File: src/hdl/noc_wtn_macros.svh
`ifndef NOC_WTN_MACROS_SVH
`define NOC_WTN_MACROS_SVH

// ----------------------------------------
// NoC widths
// ----------------------------------------
`define WIDE_NOC_W      256                     // wide side data bits
`define NARROW_NOC_W    64                      // narrow side data bits
`define NUM_ELS         4                       // narrow flits per wide flit

// ----------------------------------------
// header fields
// ----------------------------------------
`define MSG_LEN_W       8                       // body flit count width
`define MSG_LEN_HI      255                     // top bit of length field
`define MSG_LEN_LO      (`MSG_LEN_HI - `MSG_LEN_W + 1)

`endif

File: src/hdl/noc_msg_pkg.sv
`include "noc_wtn_macros.svh"

package noc_msg_pkg;

    // ----------------------------------------
    // flit payloads
    // ----------------------------------------

    // one flit on the wide NoC, header or body
    typedef logic [`WIDE_NOC_W-1:0] wide_flit_t;

    // one flit on the narrow NoC
    typedef logic [`NARROW_NOC_W-1:0] narrow_flit_t;

    // ----------------------------------------
    // header fields
    // ----------------------------------------

    // number of body flits behind a header
    typedef logic [`MSG_LEN_W-1:0] msg_len_t;

endpackage

File: src/hdl/wtn_ctrl_pkg.sv
`include "noc_wtn_macros.svh"

package wtn_ctrl_pkg;

    // framer position inside a message
    typedef enum logic {
        HDR  = 1'b0,                            // next flit is a header
        BODY = 1'b1                             // body flits still due
    } framer_state_e;

    // narrow element inside a wide flit
    typedef logic [$clog2(`NUM_ELS)-1:0] el_idx_t;

endpackage

File: src/hdl/wtn_stream_if.sv
`timescale 1ns/1ps
`include "noc_wtn_macros.svh"

interface wtn_stream_if #(
    parameter int DATA_W = `NARROW_NOC_W
) ();

    logic              val;                     // source has a flit
    logic [DATA_W-1:0] data;
    logic              last;                    // final flit of message
    logic              rdy;                     // sink takes the flit

    // ----------------------------------------
    // views
    // ----------------------------------------
    modport src (
        output val,
        output data,
        output last,
        input  rdy
    );

    modport sink (
        input  val,
        input  data,
        input  last,
        output rdy
    );

endinterface

File: src/hdl/noc_msg_framer.sv
`timescale 1ns/1ps
`include "noc_wtn_macros.svh"

module noc_msg_framer
    import noc_msg_pkg::*, wtn_ctrl_pkg::*;
(
    input  logic       clk,
    input  logic       rst,

    input  logic       src_val,
    input  wide_flit_t src_data,
    output logic       src_rdy,

    wtn_stream_if.src  out
);

    framer_state_e state_reg;
    framer_state_e state_next;

    msg_len_t      count_reg;                   // body flits still to come
    msg_len_t      count_next;
    msg_len_t      hdr_len;

    logic          xfer;
    logic          flit_last;

    // ----------------------------------------
    // stream pass-through
    // ----------------------------------------
    assign hdr_len = src_data[`MSG_LEN_HI:`MSG_LEN_LO];
    assign xfer    = src_val & out.rdy;

    assign out.val  = src_val;
    assign out.data = src_data;
    assign out.last = flit_last;
    assign src_rdy  = out.rdy;                  // no storage here

    // ----------------------------------------
    // message tracking
    // ----------------------------------------
    always_comb begin
        state_next = state_reg;
        count_next = count_reg;
        flit_last  = 1'b0;

        case (state_reg)
            HDR: begin
                flit_last = (hdr_len == '0);    // header-only message
                if (xfer && (hdr_len != '0)) begin
                    count_next = hdr_len;
                    state_next = BODY;
                end
            end
            BODY: begin
                flit_last = (count_reg == msg_len_t'(1));
                if (xfer) begin
                    count_next = count_reg - msg_len_t'(1);
                    if (count_reg == msg_len_t'(1)) begin
                        state_next = HDR;
                    end
                end
            end
            default: begin
                state_next = HDR;
            end
        endcase
    end

    always_ff @(posedge clk) begin
        if (rst) begin
            state_reg <= HDR;
            count_reg <= '0;
        end else begin
            state_reg <= state_next;
            count_reg <= count_next;
        end
    end

    // the header length loads the count, so a zero here means
    // a body flit was taken past the message end
    a_body_count_nonzero: assert property (
        @(posedge clk) disable iff (rst)
        (state_reg == BODY) |-> (count_reg != '0)
    ) else $error("framer in BODY with zero count");

endmodule

File: src/hdl/wide_to_narrow.sv
`timescale 1ns/1ps
`include "noc_wtn_macros.svh"

module wide_to_narrow
    import noc_msg_pkg::*, wtn_ctrl_pkg::*;
(
    input  logic       clk,
    input  logic       rst,

    wtn_stream_if.sink in,
    wtn_stream_if.src  out
);

    localparam el_idx_t LAST_IDX = el_idx_t'(`NUM_ELS - 1);

    logic       full_reg;                       // holding a wide flit
    el_idx_t    idx_reg;                        // element on the output
    wide_flit_t flit_reg;
    logic       tag_last_reg;                   // flit ends its message

    logic       in_xfer;
    logic       out_xfer;
    logic       el_done;                        // final element leaves

    // ----------------------------------------
    // width checks
    // ----------------------------------------
    if ((`WIDE_NOC_W % `NARROW_NOC_W) != 0) begin : g_bad_ratio
        $error("wide NoC width must be a multiple of the narrow NoC width");
    end

    if (`NARROW_NOC_W < 64) begin : g_bad_narrow
        $error("narrow NoC below 64 bits is not supported");
    end

    if ((`WIDE_NOC_W / `NARROW_NOC_W) != `NUM_ELS) begin : g_bad_els
        $error("NUM_ELS does not match the width ratio");
    end

    // ----------------------------------------
    // handshakes
    // ----------------------------------------
    assign out_xfer = out.val & out.rdy;
    assign el_done  = out_xfer & (idx_reg == LAST_IDX);
    assign in_xfer  = in.val & in.rdy;

    // refill in the cycle the last element goes
    assign in.rdy = ~full_reg | el_done;

    assign out.val  = full_reg;
    assign out.data = flit_reg[idx_reg*`NARROW_NOC_W +: `NARROW_NOC_W];
    assign out.last = tag_last_reg & (idx_reg == LAST_IDX);

    // ----------------------------------------
    // element sequencing
    // ----------------------------------------
    always_ff @(posedge clk) begin
        if (rst) begin
            full_reg <= 1'b0;
            idx_reg  <= '0;
        end else begin
            if (in_xfer) begin
                full_reg <= 1'b1;
                idx_reg  <= '0;                 // restart at low slice
            end else if (el_done) begin
                full_reg <= 1'b0;
            end else if (out_xfer) begin
                idx_reg  <= idx_reg + el_idx_t'(1);
            end
        end
    end

    always_ff @(posedge clk) begin
        if (in_xfer) begin
            flit_reg     <= in.data;
            tag_last_reg <= in.last;
        end
    end

    // a stalled element must not change under the buffer
    a_out_stable: assert property (
        @(posedge clk) disable iff (rst)
        (out.val && !out.rdy) |=> (out.val && $stable(out.data) && $stable(out.last))
    ) else $error("converter output changed while stalled");

endmodule

File: src/hdl/narrow_flit_buffer.sv
`timescale 1ns/1ps
`include "noc_wtn_macros.svh"

module narrow_flit_buffer
    import noc_msg_pkg::*;
(
    input  logic         clk,
    input  logic         rst,

    wtn_stream_if.sink   in,

    output logic         val,
    output narrow_flit_t data,
    output logic         last,
    input  logic         rdy
);

    logic         val_reg;                      // main slot full
    narrow_flit_t data_reg;
    logic         last_reg;

    logic         spare_val;                    // skid slot full
    narrow_flit_t spare_data;
    logic         spare_last;

    logic         in_xfer;
    logic         main_free;                    // main slot can load
    logic         spare_load;

    // ----------------------------------------
    // handshake
    // ----------------------------------------
    assign in.rdy     = ~spare_val;             // registered, no path from rdy
    assign in_xfer    = in.val & in.rdy;
    assign main_free  = ~val_reg | rdy;
    assign spare_load = in_xfer & ~main_free;

    assign val  = val_reg;
    assign data = data_reg;
    assign last = last_reg;

    // ----------------------------------------
    // slot control
    // ----------------------------------------
    always_ff @(posedge clk) begin
        if (rst) begin
            val_reg   <= 1'b0;
            spare_val <= 1'b0;
        end else if (main_free) begin
            val_reg   <= spare_val | in_xfer;   // spare drains first
            spare_val <= 1'b0;
        end else if (spare_load) begin
            spare_val <= 1'b1;
        end
    end

    always_ff @(posedge clk) begin
        if (main_free) begin
            if (spare_val) begin
                data_reg <= spare_data;
                last_reg <= spare_last;
            end else if (in_xfer) begin
                data_reg <= in.data;
                last_reg <= in.last;
            end
        end
        if (spare_load) begin
            spare_data <= in.data;
            spare_last <= in.last;
        end
    end

    // a parked flit stays put until the main slot frees
    a_no_overflow: assert property (
        @(posedge clk) disable iff (rst)
        (spare_val && !main_free) |=> (spare_val && $stable(spare_data) && $stable(spare_last))
    ) else $error("full spare slot overwritten");

endmodule

File: src/hdl/noc_wide_to_narrow.sv
`timescale 1ns/1ps
`include "noc_wtn_macros.svh"

module noc_wide_to_narrow
    import noc_msg_pkg::*;
(
    input  logic         clk,
    input  logic         rst,

    input  logic         src_val,
    input  wide_flit_t   src_data,
    output logic         src_rdy,

    output logic         dst_val,
    output narrow_flit_t dst_data,
    output logic         dst_last,
    input  logic         dst_rdy
);

    // ----------------------------------------
    // internal streams
    // ----------------------------------------
    wtn_stream_if #(.DATA_W(`WIDE_NOC_W))   wide_if ();   // framer to converter
    wtn_stream_if #(.DATA_W(`NARROW_NOC_W)) narrow_if (); // converter to buffer

    // decode
    noc_msg_framer u_framer (
        .clk      (clk),
        .rst      (rst),
        .src_val  (src_val),
        .src_data (src_data),
        .src_rdy  (src_rdy),
        .out      (wide_if.src)
    );

    // execute
    wide_to_narrow u_converter (
        .clk (clk),
        .rst (rst),
        .in  (wide_if.sink),
        .out (narrow_if.src)
    );

    // result
    narrow_flit_buffer u_buffer (
        .clk  (clk),
        .rst  (rst),
        .in   (narrow_if.sink),
        .val  (dst_val),
        .data (dst_data),
        .last (dst_last),
        .rdy  (dst_rdy)
    );

endmodule

File: config.mk
export PLATFORM = sky130hd
export DESIGN_NAME = noc_wide_to_narrow
export DESIGN_NICKNAME = d
export VERILOG_FILES = /design/src/hdl/noc_msg_pkg.sv /design/src/hdl/wtn_ctrl_pkg.sv /design/src/hdl/wtn_stream_if.sv /design/src/hdl/noc_msg_framer.sv /design/src/hdl/wide_to_narrow.sv /design/src/hdl/narrow_flit_buffer.sv /design/src/hdl/noc_wide_to_narrow.sv
export VERILOG_INCLUDE_DIRS = /design/src /design/src/hdl
export SDC_FILE = /design/constraint.sdc
export NUM_CORES = 1
export LEC_CHECK = 0
export ABC_AREA = 1
export BUFFER_PORTS_ARGS = -buffer_cell sky130_fd_sc_hd__buf_2
export CAP_MARGIN = 10
export CORE_UTILIZATION = 55
export DETAILED_ROUTE_END_ITERATION = 6
export PLACE_DENSITY = 0.76
export SYNTH_ARGS = -nofsm -noshare
export SYNTH_HDL_FRONTEND = slang
export SYNTH_SLANG_ARGS = --single-unit
File: constraint.sdc
create_clock -name clk -period 6.15 [get_ports clk]
set_clock_uncertainty 0.15 [all_clocks]
set_input_delay 0.615 -clock clk [delete_from_list [all_inputs] [get_ports clk]]
set_output_delay 0.615 -clock clk [all_outputs]
set_load 0.01 [all_outputs]
Yosys cells after proc, flatten, opt, wreduce, memory -nomap -nowiden. Cells that the tools add are included.

Bits in registers: 401. Input port bits: 260. Output and inout bits: 67. Word-level logic and storage cells: 57.

Add/subtract/negate cells: 2. Equal/unequal tests: 4. Shift-type cells: 1. Muxes and demuxes: 14. Bitwise operators: 14. Reductions and logical operators: 10.

Operator list (count): 256-bit by 9-bit indexed part select with 64-bit output (1); 64-bit two-way mux (2); 8-bit two-way mux (2); 8-bit case mux with 2 select lines (1); 8-bit by 1-bit equality test with 1-bit output, second input constant (1); 8-bit logical NOT (1); 8-bit nonzero test (1); 8-bit by 1-bit subtractor with 8-bit output, second input constant (1); 1-bit two-way mux (7); 1-bit inverter (6); 2-bit AND reduction (3); 1-bit bitwise AND (5); 1-bit case mux with 2 select lines (2); 2-bit nonzero test (2); 2-bit OR reduction (2); 1-bit OR (3); 2-bit by 1-bit adder with 2-bit output, second input constant (1); 2-bit equality test, second input constant (1); 2-bit by 1-bit != test with 1-bit output, second input constant (1); 2-bit != test, second input constant (1); 1-bit logical AND (1).

Logic depth before layout (Yosys ltp). Gate-level depths: netlist of the first run.

Depth after elaboration: 8. Gate-level depth with buffers: 10. Gate-level depth less buffers: 9.

Hierarchy. A second synthesis of the first run with hierarchy kept.

Cells, all modules: 1427. Area, all modules: 17195.2 µm².

By module, submodules not included: wide_to_narrow (instances 1, cells each 710, area an instance 9778.1 µm², seq. area each 7777.5 µm²); narrow_flit_buffer (instances 1, cells each 353, area an instance 4835.9 µm², seq. area each 3943.8 µm²); noc_msg_framer (instances 1, cells each 364, area an instance 2581.2 µm², seq. area each 180.2 µm²).

Worst setup path after synthesis of the first run. No wires, ideal clock.

Path type: register to register. From: register u_converter.idx_reg[0]. To: register u_framer.count_reg[0]. Library setup time: 0.135 ns. Arrival: 4.393 ns. Data required time: 5.865 ns. Path slack: 1.472 ns. Stages on the path, launching flop included: 9. Path buffers: 0. Clock period less this slack: 4.678 ns. Path through: dfxtp_1 ha_1 nand2_1 nand2_2 nand2_2 inv_2 o21ai_2 o21ai_1 a21oi_1.

Longest elaborated chain between the ends: 7. Elaborated cells between the ends (all ways): 8. Classes of those cells: eq/ne (3); bitwise (3); reduce/logical (2).

RTL lines: from (decl) (RTL line wide_to_narrow.sv:17) `el_idx_t idx_reg;`; from (signal assigned) (RTL line wide_to_narrow.sv:68) `idx_reg <= idx_reg + el_idx_t'(1);`; 2-bit equality test * (RTL line wide_to_narrow.sv:44) `assign el_done = out_xfer & (idx_reg == LAST_IDX);`; 1-bit bitwise AND * (RTL line wide_to_narrow.sv:44); 1-bit OR * (RTL line wide_to_narrow.sv:48) `assign in.rdy = ~full_reg | el_done;`; named net src_rdy (RTL line noc_wide_to_narrow.sv:12) `output logic src_rdy,`; 1-bit bitwise AND *; named net u_converter.in_xfer (RTL line wide_to_narrow.sv:21) `logic in_xfer;`; 1-bit logical AND (RTL line noc_msg_framer.sv:49) `if (xfer && (hdr_len != '0)) begin`; 2-bit by 1-bit != test with 1-bit output (no source line); 2-bit AND reduction (no source line) *; to (signal assigned) (RTL line noc_msg_framer.sv:75) `count_reg <= count_next;`; to (decl) (RTL line noc_msg_framer.sv:20) `msg_len_t count_reg;`.

Mark *: on every way through the listed nets, which the timed path passes. The rest lies on a longest branch. A chain may end at the register's enable or synchronous reset.

Worst setup path in the final report of the first run.
From: register u_buffer.spare_val. To: register u_buffer.spare_data[8] (enable).

Longest elaborated chain between the ends: 3.

RTL lines: from (decl) (RTL line narrow_flit_buffer.sv:22) `logic spare_val;`; from (signal assigned) (RTL line narrow_flit_buffer.sv:48) `spare_val <= 1'b0;`; from (signal assigned) (RTL line narrow_flit_buffer.sv:51) `spare_val <= 1'b0;`; from (signal assigned) (RTL line narrow_flit_buffer.sv:53) `spare_val <= 1'b1;`; 1-bit inverter (RTL line narrow_flit_buffer.sv:33) `assign in.rdy = ~spare_val;`; 1-bit bitwise AND (RTL line narrow_flit_buffer.sv:34) `assign in_xfer = in.val & in.rdy;`; 1-bit bitwise AND (RTL line narrow_flit_buffer.sv:36) `assign spare_load = in_xfer & ~main_free;`; named net u_buffer.spare_load (RTL line narrow_flit_buffer.sv:28) `logic spare_load;`; to (signal assigned) (RTL line narrow_flit_buffer.sv:68) `spare_data <= in.data;`; to (decl) (RTL line narrow_flit_buffer.sv:23) `narrow_flit_t spare_data;`.

The timed path passes the listed nets, and every way through them passes these cells.

==> results of run 1 <==
-- per-stage QoR --
| stage | worst slack, ns | hold slack [ns] | instances | util (%) | total power (µW) |
|---|---|---|---|---|---|
| 4_1_cts | 2.463 | 0.08922 | 1823 | 68.05 | 6375 |
| 3_3_place_gp | 2.575 | 0.3027 | 1747 | 62.95 | 3786 |
| 2_1_floorplan | 1.472 | 0.2888 | 1093 | - | 3606 |
| 5_1_grt | 2.258 | 0.09107 | 1829 | 68.10 | 6539 |
| 6_report | 2.490 | 0.1090 | 1830 | 68.11 | 6322 |
| 3_5_place_dp | 2.525 | 0.3147 | 1747 | 62.95 | 3805 |
-- area by class of cell --
cell class / count / area (µm²)
clock buffers: 57 / 1169
diodes: 7 / 17.52
flip-flops and latches: 401 / 11910
multi-input cells: 615 / 3411
fillers: 1957 / 8907
well taps: 378 / 473.0
clock inverters: 19 / 256.5
inverters: 19 / 86.33
repair buffers: 334 / 1704
-- cell families after synthesis --
kind of cell | after synthesis
XOR/XNOR | 1
multiplexers | 1
AND/OR/NAND/NOR | 394
adder cells (fa/ha/maj) | 3
buffers and inverters | 77
AO/OA/AOI/OAI | 216
flip-flops | 401
-- layout by cell type, fill, tap and decap left out --
master and instances:
buf_4 7, nor2_1 125, o21ai_1 5, o22ai_2 64
o21ai_0 78, dfxtp_4 2, o21a_1 1, nand2_2 2
nand4_1 2, clkinv_2 6, o21ai_2 57, inv_8 1
nor2_4 3, nor3_1 3, ha_1 3, dfxtp_2 1
buf_12 1, inv_1 13, clkbuf_16 43, mux2i_1 1
nand2_1 230, clkbuf_1 10, nor2_2 18, inv_2 3
a21oi_1 11, or2_0 1, dfxtp_1 11, inv_4 1
xor2_1 1, buf_2 326, or2_1 1, nand3_1 9
clkinvlp_4 4, bufinv_16 6, inv_6 2, clkinv_1 2
diode_2 7, edfxtp_1 387, clkbuf_8 4
-- worst max-delay path by stage --
| stage | from | end | slack, ns |
|---|---|---|---|
| 3_3_place_gp | u_buffer.spare_val | u_buffer.spare_data[29] | 2.58 |
| 2_1_floorplan | u_converter.idx_reg[0] | u_framer.count_reg[0] | 1.47 |
| 6_report | u_buffer.spare_val | u_buffer.spare_data[8] | 2.49 |
| 3_5_place_dp | u_buffer.spare_val | u_buffer.spare_data[33] | 2.52 |
| 5_1_grt | u_buffer.spare_val | u_buffer.spare_data[30] | 2.26 |
| 4_1_cts | u_buffer.spare_val | u_buffer.spare_data[30] | 2.46 |
-- critical path, cell delays in order (launching register included) --
cell     delay, ns
dfxtp_4       0.59
inv_2         0.41
buf_4         0.59
nand2_1       0.26
nor2_4        0.54
buf_4         0.67
-- metal layers --
| layer | vias up | track usage [%] |
|---|---|---|
| met4 | 0 | 8.036 |
| met5 | - | 0 |
| met1 | 4729 | 30.93 |
| met2 | 383 | 39.15 |
| li1 | 4593 | - |
| met3 | 60 | 4.372 |
-- power by group --
group,internal (µW),switching (µW),leakage [µW]
clock network,1580,990,0.000687
registers,3210,62.2,0.00377
logic,175,302,0.00291
total,4970,1360,0.00737
==> metrics.txt, run 1 <==
Yosys warning total=0; # H-tree levels=2; cell area after technology mapping=between 15000 and 20000 µm²; die span in x=between 150 and 200 µm; number of global-route vias before repair=between 9000 and 10000; antenna violations before repair=7; xor/xnor share of the synthesized area=less than 1%; drt pass-1 iters=5; length of routed wiring on met1=around 14000 µm; GRT Util Overall=approximately a quarter; outcome=finished, final reports clean; Num CTS Buffers=between 40 and 50; clock transition at the registers of the reported paths=0.06 ns; Sinks on Clock Net=between 400 and 500; post-place instance area=around 18000 µm²; core area=approximately 28000 µm²; routed length on met2=between 15000 and 20000 µm; DR vias/cell=5.336; RSZ-0062 raised after global routing=false; DPL Wire Length=between 20000 and 25000 µm; pin slew with the least headroom to its limit=around 1.2 ns; Max-cap violations=0; dominant combinational cell family by area after synthesis=compound AO/OA/AOI/OAI gates; number of gates resized after CTS=0; average wire per standard cell=18.81 µm; adder-cell share of the synthesized area=0.2385%; clock tree from TritonCTS=built; master cell of the clock root buffer=clkbuf_16; post-synthesis to final-layout area growth=20.89%; WP data arrival=3.65 ns; share of the cycle needed by the critical path after routing=roughly three fifths; number of library cell types mapped by synthesis=30; CP Max Fanout=68; mux cell area share after synthesis=less than 1%; relative slew slack=approximately 23%; Pwr Density=around 330 nW/µm²; leakage component of the power=~0.0074 µW; async set-or-reset flop fraction in the synthesized netlist=0%; Final Hold Violating Endpoints=0; final-layout setup total negative slack=0 ns; number of failing setup endpoints in the final timing report=0; fmax=roughly 0.27 GHz; net count after synthesis=roughly 1400; startpoint of the tightest hold check path=src_data[182]; share of cells above drive strength 1=about two fifths; average instance area after synthesis=14.40 µm²; sequential area share after synthesis=around three quarters; global-route wire length before repair=approximately 52000 µm; Top Layer Used=met4; Die H=approximately 170 µm; CP required=roughly 6.1 ns; number of nets in the layout=about 1700; number of synthesized flops with an enable pin=387; type of the most critical hold path=primary input to flop; cell type with the largest total area after synthesis=edfxtp_1; gate count of the mapped netlist=~1100; die outline area=around 29000 µm²; total number of vias=9765; weighted congestion at the end of routability-driven global placement=about 0.79; number of flip-flops under the largest register name=roughly 260; simple-gate area share of the yosys netlist=under 10%; clock period minus final worst setup slack=3.660 ns; synthesis-stage register bit count=401; clock latency reported for the late side of the worst-skew pair=0.52 ns; Compound-Gate Fraction of Synth Area=around 11%; residual antenna-violating net count after detailed routing=0; clock tree buffer depth=3; Initial DRC Count=831; flip-flop cell with the highest count after synthesis=edfxtp_1; number of rows created at floorplan=61; count of input and output buffers=326; Design Area, Final=between 15000 and 20000 µm²; most common library cells after synthesis=edfxtp_1 (387), nand2_1 (230), nor2_1 (127); classification of the worst setup path=flop to flop; routed wire length=34420 µm; Hold-fix buffers, CTS=0; most common cell in the netlist=edfxtp_1; setup slack, reg-to-reg=approximately 2.5 ns; largest net degree at the start of global routing=around 150; hold depth=1; maximum VDD drop=around 0.22 mV; # DRC=0; category of the worst setup path capture point=flop; area share of the largest cell type after synthesis=73.84%; detailed route wirelength on metal3=2337 µm; final max-slew violation count=0; Worst Hold End=u_converter.flit_reg[182]; CP startpoint kind=flop; beginning of the worst register-to-register path=u_buffer.spare_val; cell types occupying the most area after synthesis=edfxtp_1 (74%), nand2_1 (5.5%), o22ai_2 (5.1%); Setup Buffers After CTS=0; residual overflow from global routing=0; worst flop-to-flop path endpoint=u_buffer.spare_data[8]; depth of the worst register-to-register path=5; number of placed I/O pins=around 330; initial cell density of the core=a little under three fifths
(Power assumes the default switching activity.)
==> inputs of run 2 (changes only) <==
ABC_AREA = 0   (was 1)
CORE_UTILIZATION = 54   (was 55)
clock period = 3.4 ns   (was 6.15 ns; I/O delays follow)
==> run 2 against run 1 <==
Via count down 9.4%. Wire length is 5.6% higher. Sequential share of layout area fell by 4.9 points. Critical path type unchanged.
==> metrics.txt, run 2 <==
outcome=finished, final reports clean (unchanged); die outline area=28010 µm² (was 29300 µm²); leakage component of the power=0.007571 µW (was 0.007369 µW); total number of vias=8847 (was 9765); number of failing setup endpoints in the final timing report=0 (unchanged); Pwr Density=532.8 nW/µm² (was 332.3 nW/µm²); master cell of the clock root buffer=clkbuf_16 (unchanged); clock latency reported for the late side of the worst-skew pair=0.51 ns (was 0.52 ns); category of the worst setup path capture point=flop (unchanged); fmax=0.4052 GHz (was 0.2732 GHz); die span in x=167.4 µm (was 171.2 µm); flip-flop cell with the highest count after synthesis=edfxtp_1 (unchanged); CP startpoint kind=flop (unchanged); depth of the worst register-to-register path=7 (was 5); cell area after technology mapping=14770 µm² (was 15740 µm²); Final Hold Violating Endpoints=0 (unchanged); largest net degree at the start of global routing=81 (was 152); startpoint of the tightest hold check path=rst (was src_data[182]); residual overflow from global routing=0 (unchanged); clock period minus final worst setup slack=2.468 ns (was 3.660 ns); type of the most critical hold path=primary input to flop (unchanged); number of synthesized flops with an enable pin=387 (unchanged); area share of the largest cell type after synthesis=78.70% (was 73.84%); maximum VDD drop=0.4472 mV (was 0.2212 mV); setup slack, reg-to-reg=0.93 ns (was 2.49 ns); global-route wire length before repair=54410 µm (was 51580 µm); most common library cell in the layout ignoring fill and taps=edfxtp_1 (unchanged); async set-or-reset flop fraction in the synthesized netlist=0% (unchanged); antenna violations before repair=7 (unchanged); number of gates resized after CTS=0 (unchanged); # DRC=0 (unchanged); CP Max Fanout=80 (was 68); DPL Wire Length=18290 µm (was 21400 µm); weighted congestion at the end of routability-driven global placement=0.7785 (was 0.7903); classification of the worst setup path=flop to flop (unchanged); cell type with the largest total area after synthesis=edfxtp_1 (unchanged); cell types occupying the most area after synthesis=edfxtp_1 (79%), mux4_2 (9.8%), mux2_2 (5.0%) (was edfxtp_1 (74%), nand2_1 (5.5%), o22ai_2 (5.1%)); average instance area after synthesis=23.04 µm² (was 14.40 µm²); gate count of the mapped netlist=641 (was 1093); residual antenna-violating net count after detailed routing=0 (unchanged); number of nets in the layout=1514 (was 1675); most common library cells after synthesis=edfxtp_1 (387), mux2_2 (65), mux4_2 (64) (was edfxtp_1 (387), nand2_1 (230), nor2_1 (127)); initial cell density of the core=54.94% (was 56.34%); number of library cell types mapped by synthesis=45 (was 30); number of placed I/O pins=327 (unchanged); number of global-route vias before repair=9862 (was 9595); GRT Util Overall=26.24% (was 23.43%); most common cell in the netlist=edfxtp_1 (unchanged); Max-cap violations=0 (unchanged); net count after synthesis=904 (was 1356); clock transition at the registers of the reported paths=0.06 ns (about the same); # H-tree levels=2 (unchanged); CP required=3.69 ns (was 6.14 ns); clock tree buffer depth=3 (unchanged); relative slew slack=30.70% (was 22.93%); hold slack=0.05381 ns (was 0.1090 ns); Hold-fix buffers, CTS=258 (was 0); Die H=167.4 µm (was 171.2 µm); sequential area share after synthesis=80.60% (was 75.62%); count of input and output buffers=326 (unchanged); synthesis-stage register bit count=401 (unchanged); final max-slew violation count=0 (unchanged); fillcell total=1438 (was 1957); final-layout setup total negative slack=0 ns (unchanged); most frequent cells in the layout=edfxtp_1 (387), buf_2 (326), dlygate4sd3_1 (258) (was edfxtp_1 (387), buf_2 (326), nand2_1 (230)); core area=26880 µm² (was 27930 µm²); average wire per standard cell=22.36 µm (was 18.81 µm); routed wire length=36360 µm (was 34420 µm); share of the cycle needed by the critical path after routing=72.59% (was 59.51%); Sinks on Clock Net=401 (unchanged); share of cells above drive strength 1=41.55% (was 38.13%); WP data arrival=2.75 ns (was 3.65 ns); clock tree from TritonCTS=built (unchanged); worst flop-to-flop path endpoint=u_framer.count_reg[1] (was u_buffer.spare_data[8]); pin slew with the least headroom to its limit=1.040 ns (was 1.156 ns); RSZ-0062 raised after global routing=false (unchanged); drt pass-1 iters=6 (was 5); post-synthesis to final-layout area growth=39.76% (was 20.89%); Yosys warning total=0 (unchanged); Worst Hold End=u_framer.count_reg[6] (was u_converter.flit_reg[182]); hold depth=2 (was 1); Num CTS Buffers=41 (unchanged); beginning of the worst register-to-register path=u_converter.idx_reg[0] (was u_buffer.spare_val); DR vias/cell=5.441 (was 5.336); Initial DRC Count=747 (was 831); Setup Buffers After CTS=0 (unchanged); number of flip-flops under the largest register name=256 (unchanged); number of rows created at floorplan=60 (was 61)
==> run 2: final cells by class <==
cell class / instances / area [µm²] / share of cell area, %
inverter: 8 / 37.54 / 0.1819
antenna: 7 / 17.52 / 0.08488
tap: 341 / 426.7 / 2.067
timing repair buffer: 594 / 4352 / 21.09
multi-input combinational: 205 / 2691 / 13.04
clock buffer: 52 / 1067 / 5.172
clock inverter: 18 / 132.6 / 0.6427
sequential: 401 / 11910 / 57.72
==> run 2: worst max-delay path, stage by stage, from the launching register on <==
cell       delay, ns
dfxtp_4         0.35
ha_1            0.19
nand2b_1        0.11
a21bo_1         0.37
inv_8           0.49
buf_12          0.35
o2111ai_1       0.16
a21oi_1         0.17
==> run 2: worst max path at each step <==
stage | start | end | slack, ns | cells past startpoint
after floorplan | u_buffer.spare_val | u_buffer.data[0] | 0.42 | 4
after global placement | u_converter.idx_reg[0] | u_framer.count_reg[1] | 1.01 | 7
after detailed placement | u_converter.idx_reg[0] | u_converter.flit_reg[246] | 0.93 | 5
after CTS | u_converter.idx_reg[0] | u_converter.flit_reg[70] | 0.92 | 5
after global routing | u_converter.idx_reg[0] | u_framer.count_reg[1] | 0.73 | 7
final | u_converter.idx_reg[0] | u_framer.count_reg[1] | 0.93 | 7
==> run 2: routing by layer <==
metal | part of all wire (%) | track usage [%] | up-vias | wire, µm
li1 | - | - | 3896 | -
met1 | 35 | 28.85 | 4415 | 12550
met2 | 55 | 48.22 | 421 | 19930
met3 | 6.3 | 5.389 | 115 | 2300
met4 | 4.4 | 12.88 | 0 | 1585
met5 | 0 | 0 | - | 0
==> run 2: metrics by stage <==
step                cells  power (µW)  utilization, %  setup slack, ns  cell area [µm²]
finish               1626       11000           76.79           0.9321            20640
global route         1626       11350           76.79           0.7258            20640
CTS                  1619       11020           76.72           0.9234            20620
detailed placement   1291        6710           62.65           0.9326            16840
global placement     1291        6675           62.65            1.009            16840
floorplan             641        6365               -           0.4228            14770
==> run 2: logic make-up (layout without fill, tap and decap cells) <==
group | after synthesis | in the layout | share of synthesized area (%)
AOI/OAI and AO/OA | 29 | 29 | 1.449
xor gates and xnor gates | 1 | 1 | 0.05932
adders and majority gates | 3 | 3 | 0.2542
buffers and inverters | 35 | 672 | 1.280
DFF | 401 | 401 | 80.60
muxes | 131 | 131 | 14.85
other | 0 | 7 | 0
and+or+nand+nor | 41 | 41 | 1.508
==> run 2: where the power goes <==
part	internal, µW	switching [µW]
Clock	2360	1750
Sequential	5760	89.8
Combinational	573	463
Total	8690	2300
==> inputs of run 3 (changes only) <==
ABC_AREA = 1   (was 0)
CORE_UTILIZATION = 49   (was 54)
PLACE_DENSITY = 0.72   (was 0.76)
clock period = 2 ns   (was 3.4 ns; I/O delays follow)
==> run 3 against run 2 <==
Worst hold slack better by 0.16 ns. Critical endpoint is now u_buffer.data[8]. Sequential share of layout area is 3.6 points lower. Critical path type unchanged. Largest power group unchanged. Sequential power is 71% higher. Highest routed layer unchanged.
==> metrics.txt, run 3 (synthesis results as in run 1) <==
outcome=finished, final reports clean (unchanged); classification of the worst setup path=flop to flop (unchanged); clock tree from TritonCTS=built (unchanged); share of the cycle needed by the critical path after routing=94.64% (was 72.59%); Sinks on Clock Net=401 (unchanged); residual overflow from global routing=0 (unchanged); Die H=181.2 µm (was 167.4 µm); RSZ-0062 raised after global routing=false (unchanged); type of the most critical hold path=primary input to flop (unchanged); Pwr Density=905.7 nW/µm² (was 532.8 nW/µm²); post-synthesis to final-layout area growth=39.75% (was 39.76%); GRT Util Overall=26.16% (was 26.24%); die outline area=32840 µm² (was 28010 µm²); number of rows created at floorplan=65 (was 60); residual antenna-violating net count after detailed routing=0 (unchanged); number of global-route vias before repair=11903 (was 9862); most common library cell in the layout ignoring fill and taps=edfxtp_1 (unchanged); # H-tree levels=2 (unchanged); count of input and output buffers=326 (unchanged); DPL Wire Length=22590 µm (was 18290 µm); CP required=2.26 ns (was 3.69 ns); post-place instance area=18020 µm² (was 16840 µm²); setup slack, reg-to-reg=0.11 ns (was 0.93 ns); initial cell density of the core=49.88% (was 54.94%); Num CTS Buffers=43 (was 41); Max-cap violations=0 (unchanged); depth of the worst register-to-register path=7 (unchanged); routed wire length=43110 µm (was 36360 µm); WP data arrival=2.15 ns (was 2.75 ns); weighted congestion at the end of routability-driven global placement=0.8641 (was 0.7785); number of flip-flops under the largest register name=256 (unchanged); # DRC=0 (unchanged); category of the worst setup path capture point=flop (unchanged); global-route wire length before repair=65290 µm (was 54410 µm); master cell of the clock root buffer=clkbuf_16 (unchanged); antenna violations before repair=4 (was 7); clock latency reported for the late side of the worst-skew pair=0.54 ns (was 0.51 ns); maximum VDD drop=0.7433 mV (was 0.4472 mV); clock transition at the registers of the reported paths=0.06 ns (about the same); drt pass-1 iters=5 (was 6); DR vias/cell=5.267 (was 5.441); clock tree buffer depth=3 (unchanged); Placed Cells=1793 (was 1291); most frequent cells in the layout=edfxtp_1 (387), buf_2 (326), dlygate4sd3_1 (259) (was edfxtp_1 (387), buf_2 (326), dlygate4sd3_1 (258)); largest net degree at the start of global routing=67 (was 81); number of placed I/O pins=327 (unchanged); average wire per standard cell=20.22 µm (was 22.36 µm); clock period minus final worst setup slack=1.893 ns (was 2.468 ns); total number of vias=11229 (was 8847); share of cells above drive strength 1=33.43% (was 41.55%); number of cells in the finished layout apart from fillers=2132 (was 1626); pin slew with the least headroom to its limit=0.8541 ns (was 1.040 ns); core area=31560 µm² (was 26880 µm²); final max-slew violation count=0 (unchanged); Initial DRC Count=872 (was 747); worst setup path endpoint=u_buffer.data[8] (was u_framer.count_reg[1]); Design Area, Final=21990 µm² (was 20640 µm²); startpoint of the worst setup timing path=u_converter.idx_reg[1] (was u_converter.idx_reg[0]); beginning of the worst register-to-register path=u_converter.idx_reg[1] (was u_converter.idx_reg[0]); number of nets in the layout=1958 (was 1514); CP startpoint kind=flop (unchanged); worst flop-to-flop path endpoint=u_buffer.data[8] (was u_framer.count_reg[1]); CP Max Fanout=66 (was 80); Final Hold Violating Endpoints=0 (unchanged); die span in x=181.2 µm (was 167.4 µm); number of failing setup endpoints in the final timing report=0 (unchanged); relative slew slack=43.06% (was 30.70%); fmax=0.5283 GHz (was 0.4052 GHz); leakage component of the power=0.008617 µW (was 0.007571 µW)
-- run 3: cell types whose count changed in the layout (fill, tap and decap cells not counted), sizes merged, moves of 4 or more --
cell / change
o22ai: +64
nor3: -4
nand3: +5
mux4: -64
nand2b: -4
buf: +20
inv: +12
o21ai: +137
nor2: +139
nand2: +225
mux2: -65
a21oi: +4
o32ai: -5
-- run 3: critical path, cell delays in order, from the launching register on --
cell	delay (ns)
dfxtp_4	0.36
buf_12	0.21
inv_4	0.12
buf_4	0.36
o21ai_0	0.20
o22ai_2	0.15
nand2_1	0.07
nand2_1	0.09
-- run 3: timing repair --
item,4_1_cts,5_1_grt
resized for setup,0,1
endpoints found under the setup margin,0,1
hold buffers,259,0
setup buffers,0,0
hold endpoints to repair,270,0
-- run 3: worst min path at each step --
stage | start | end | slack [ns] | cells past startpoint
floorplan | src_data[0] | u_converter.flit_reg[0] | 0.15 | 0
global placement | src_data[81] | u_converter.flit_reg[81] | 0.23 | 1
detailed placement | src_data[151] | u_converter.flit_reg[151] | 0.23 | 1
CTS | src_data[122] | u_converter.flit_reg[122] | 0.19 | 2
global route | src_data[122] | u_converter.flit_reg[122] | 0.19 | 2
finish | src_data[142] | u_converter.flit_reg[142] | 0.22 | 2
-- run 3: power by group --
group	leakage [µW]	switching, µW	total, µW	internal [µW]
clock	0.000672	3220	7820	4600
combinational	0.00417	1110	2070	959
sequential	0.00377	179	10000	9850
-- run 3: final cells by class --
type	count	area [µm²]
Antenna cell	4	10.01
Multi-Input combinational cell	615	3448
Tap cell	402	503.0
Fill cell	2022	9560
Clock inverter	25	222.7
Sequential cell	401	11910
Inverter	19	95.09
Timing Repair Buffer	615	4653
Clock buffer	51	1149
-- run 3: routing by layer --
layer | wire, µm | GRT usage (%) | part of all wire, % | vias to the layer above
li1 | - | - | - | 5157
met1 | 16200 | 31.17 | 38 | 5420
met2 | 22020 | 45.51 | 51 | 543
met3 | 3259 | 5.684 | 7.6 | 109
met4 | 1631 | 11.63 | 3.8 | 0
met5 | 0 | 0 | 0 | -
-- run 3: per-stage QoR --
step	util [%]	hold WS, ns	TNS [ns]	total power, µW	setup WS, ns
after floorplan	-	0.1489	-14.55	11060	-0.1241
after global placement	57.10	0.2268	0	11750	0.2067
after detailed placement	57.10	0.2281	0	11810	0.1583
after CTS	69.66	0.1901	0	19920	0.1481
after global routing	69.70	0.1934	0	20580	0.03030
final	69.70	0.2182	0	19920	0.1071
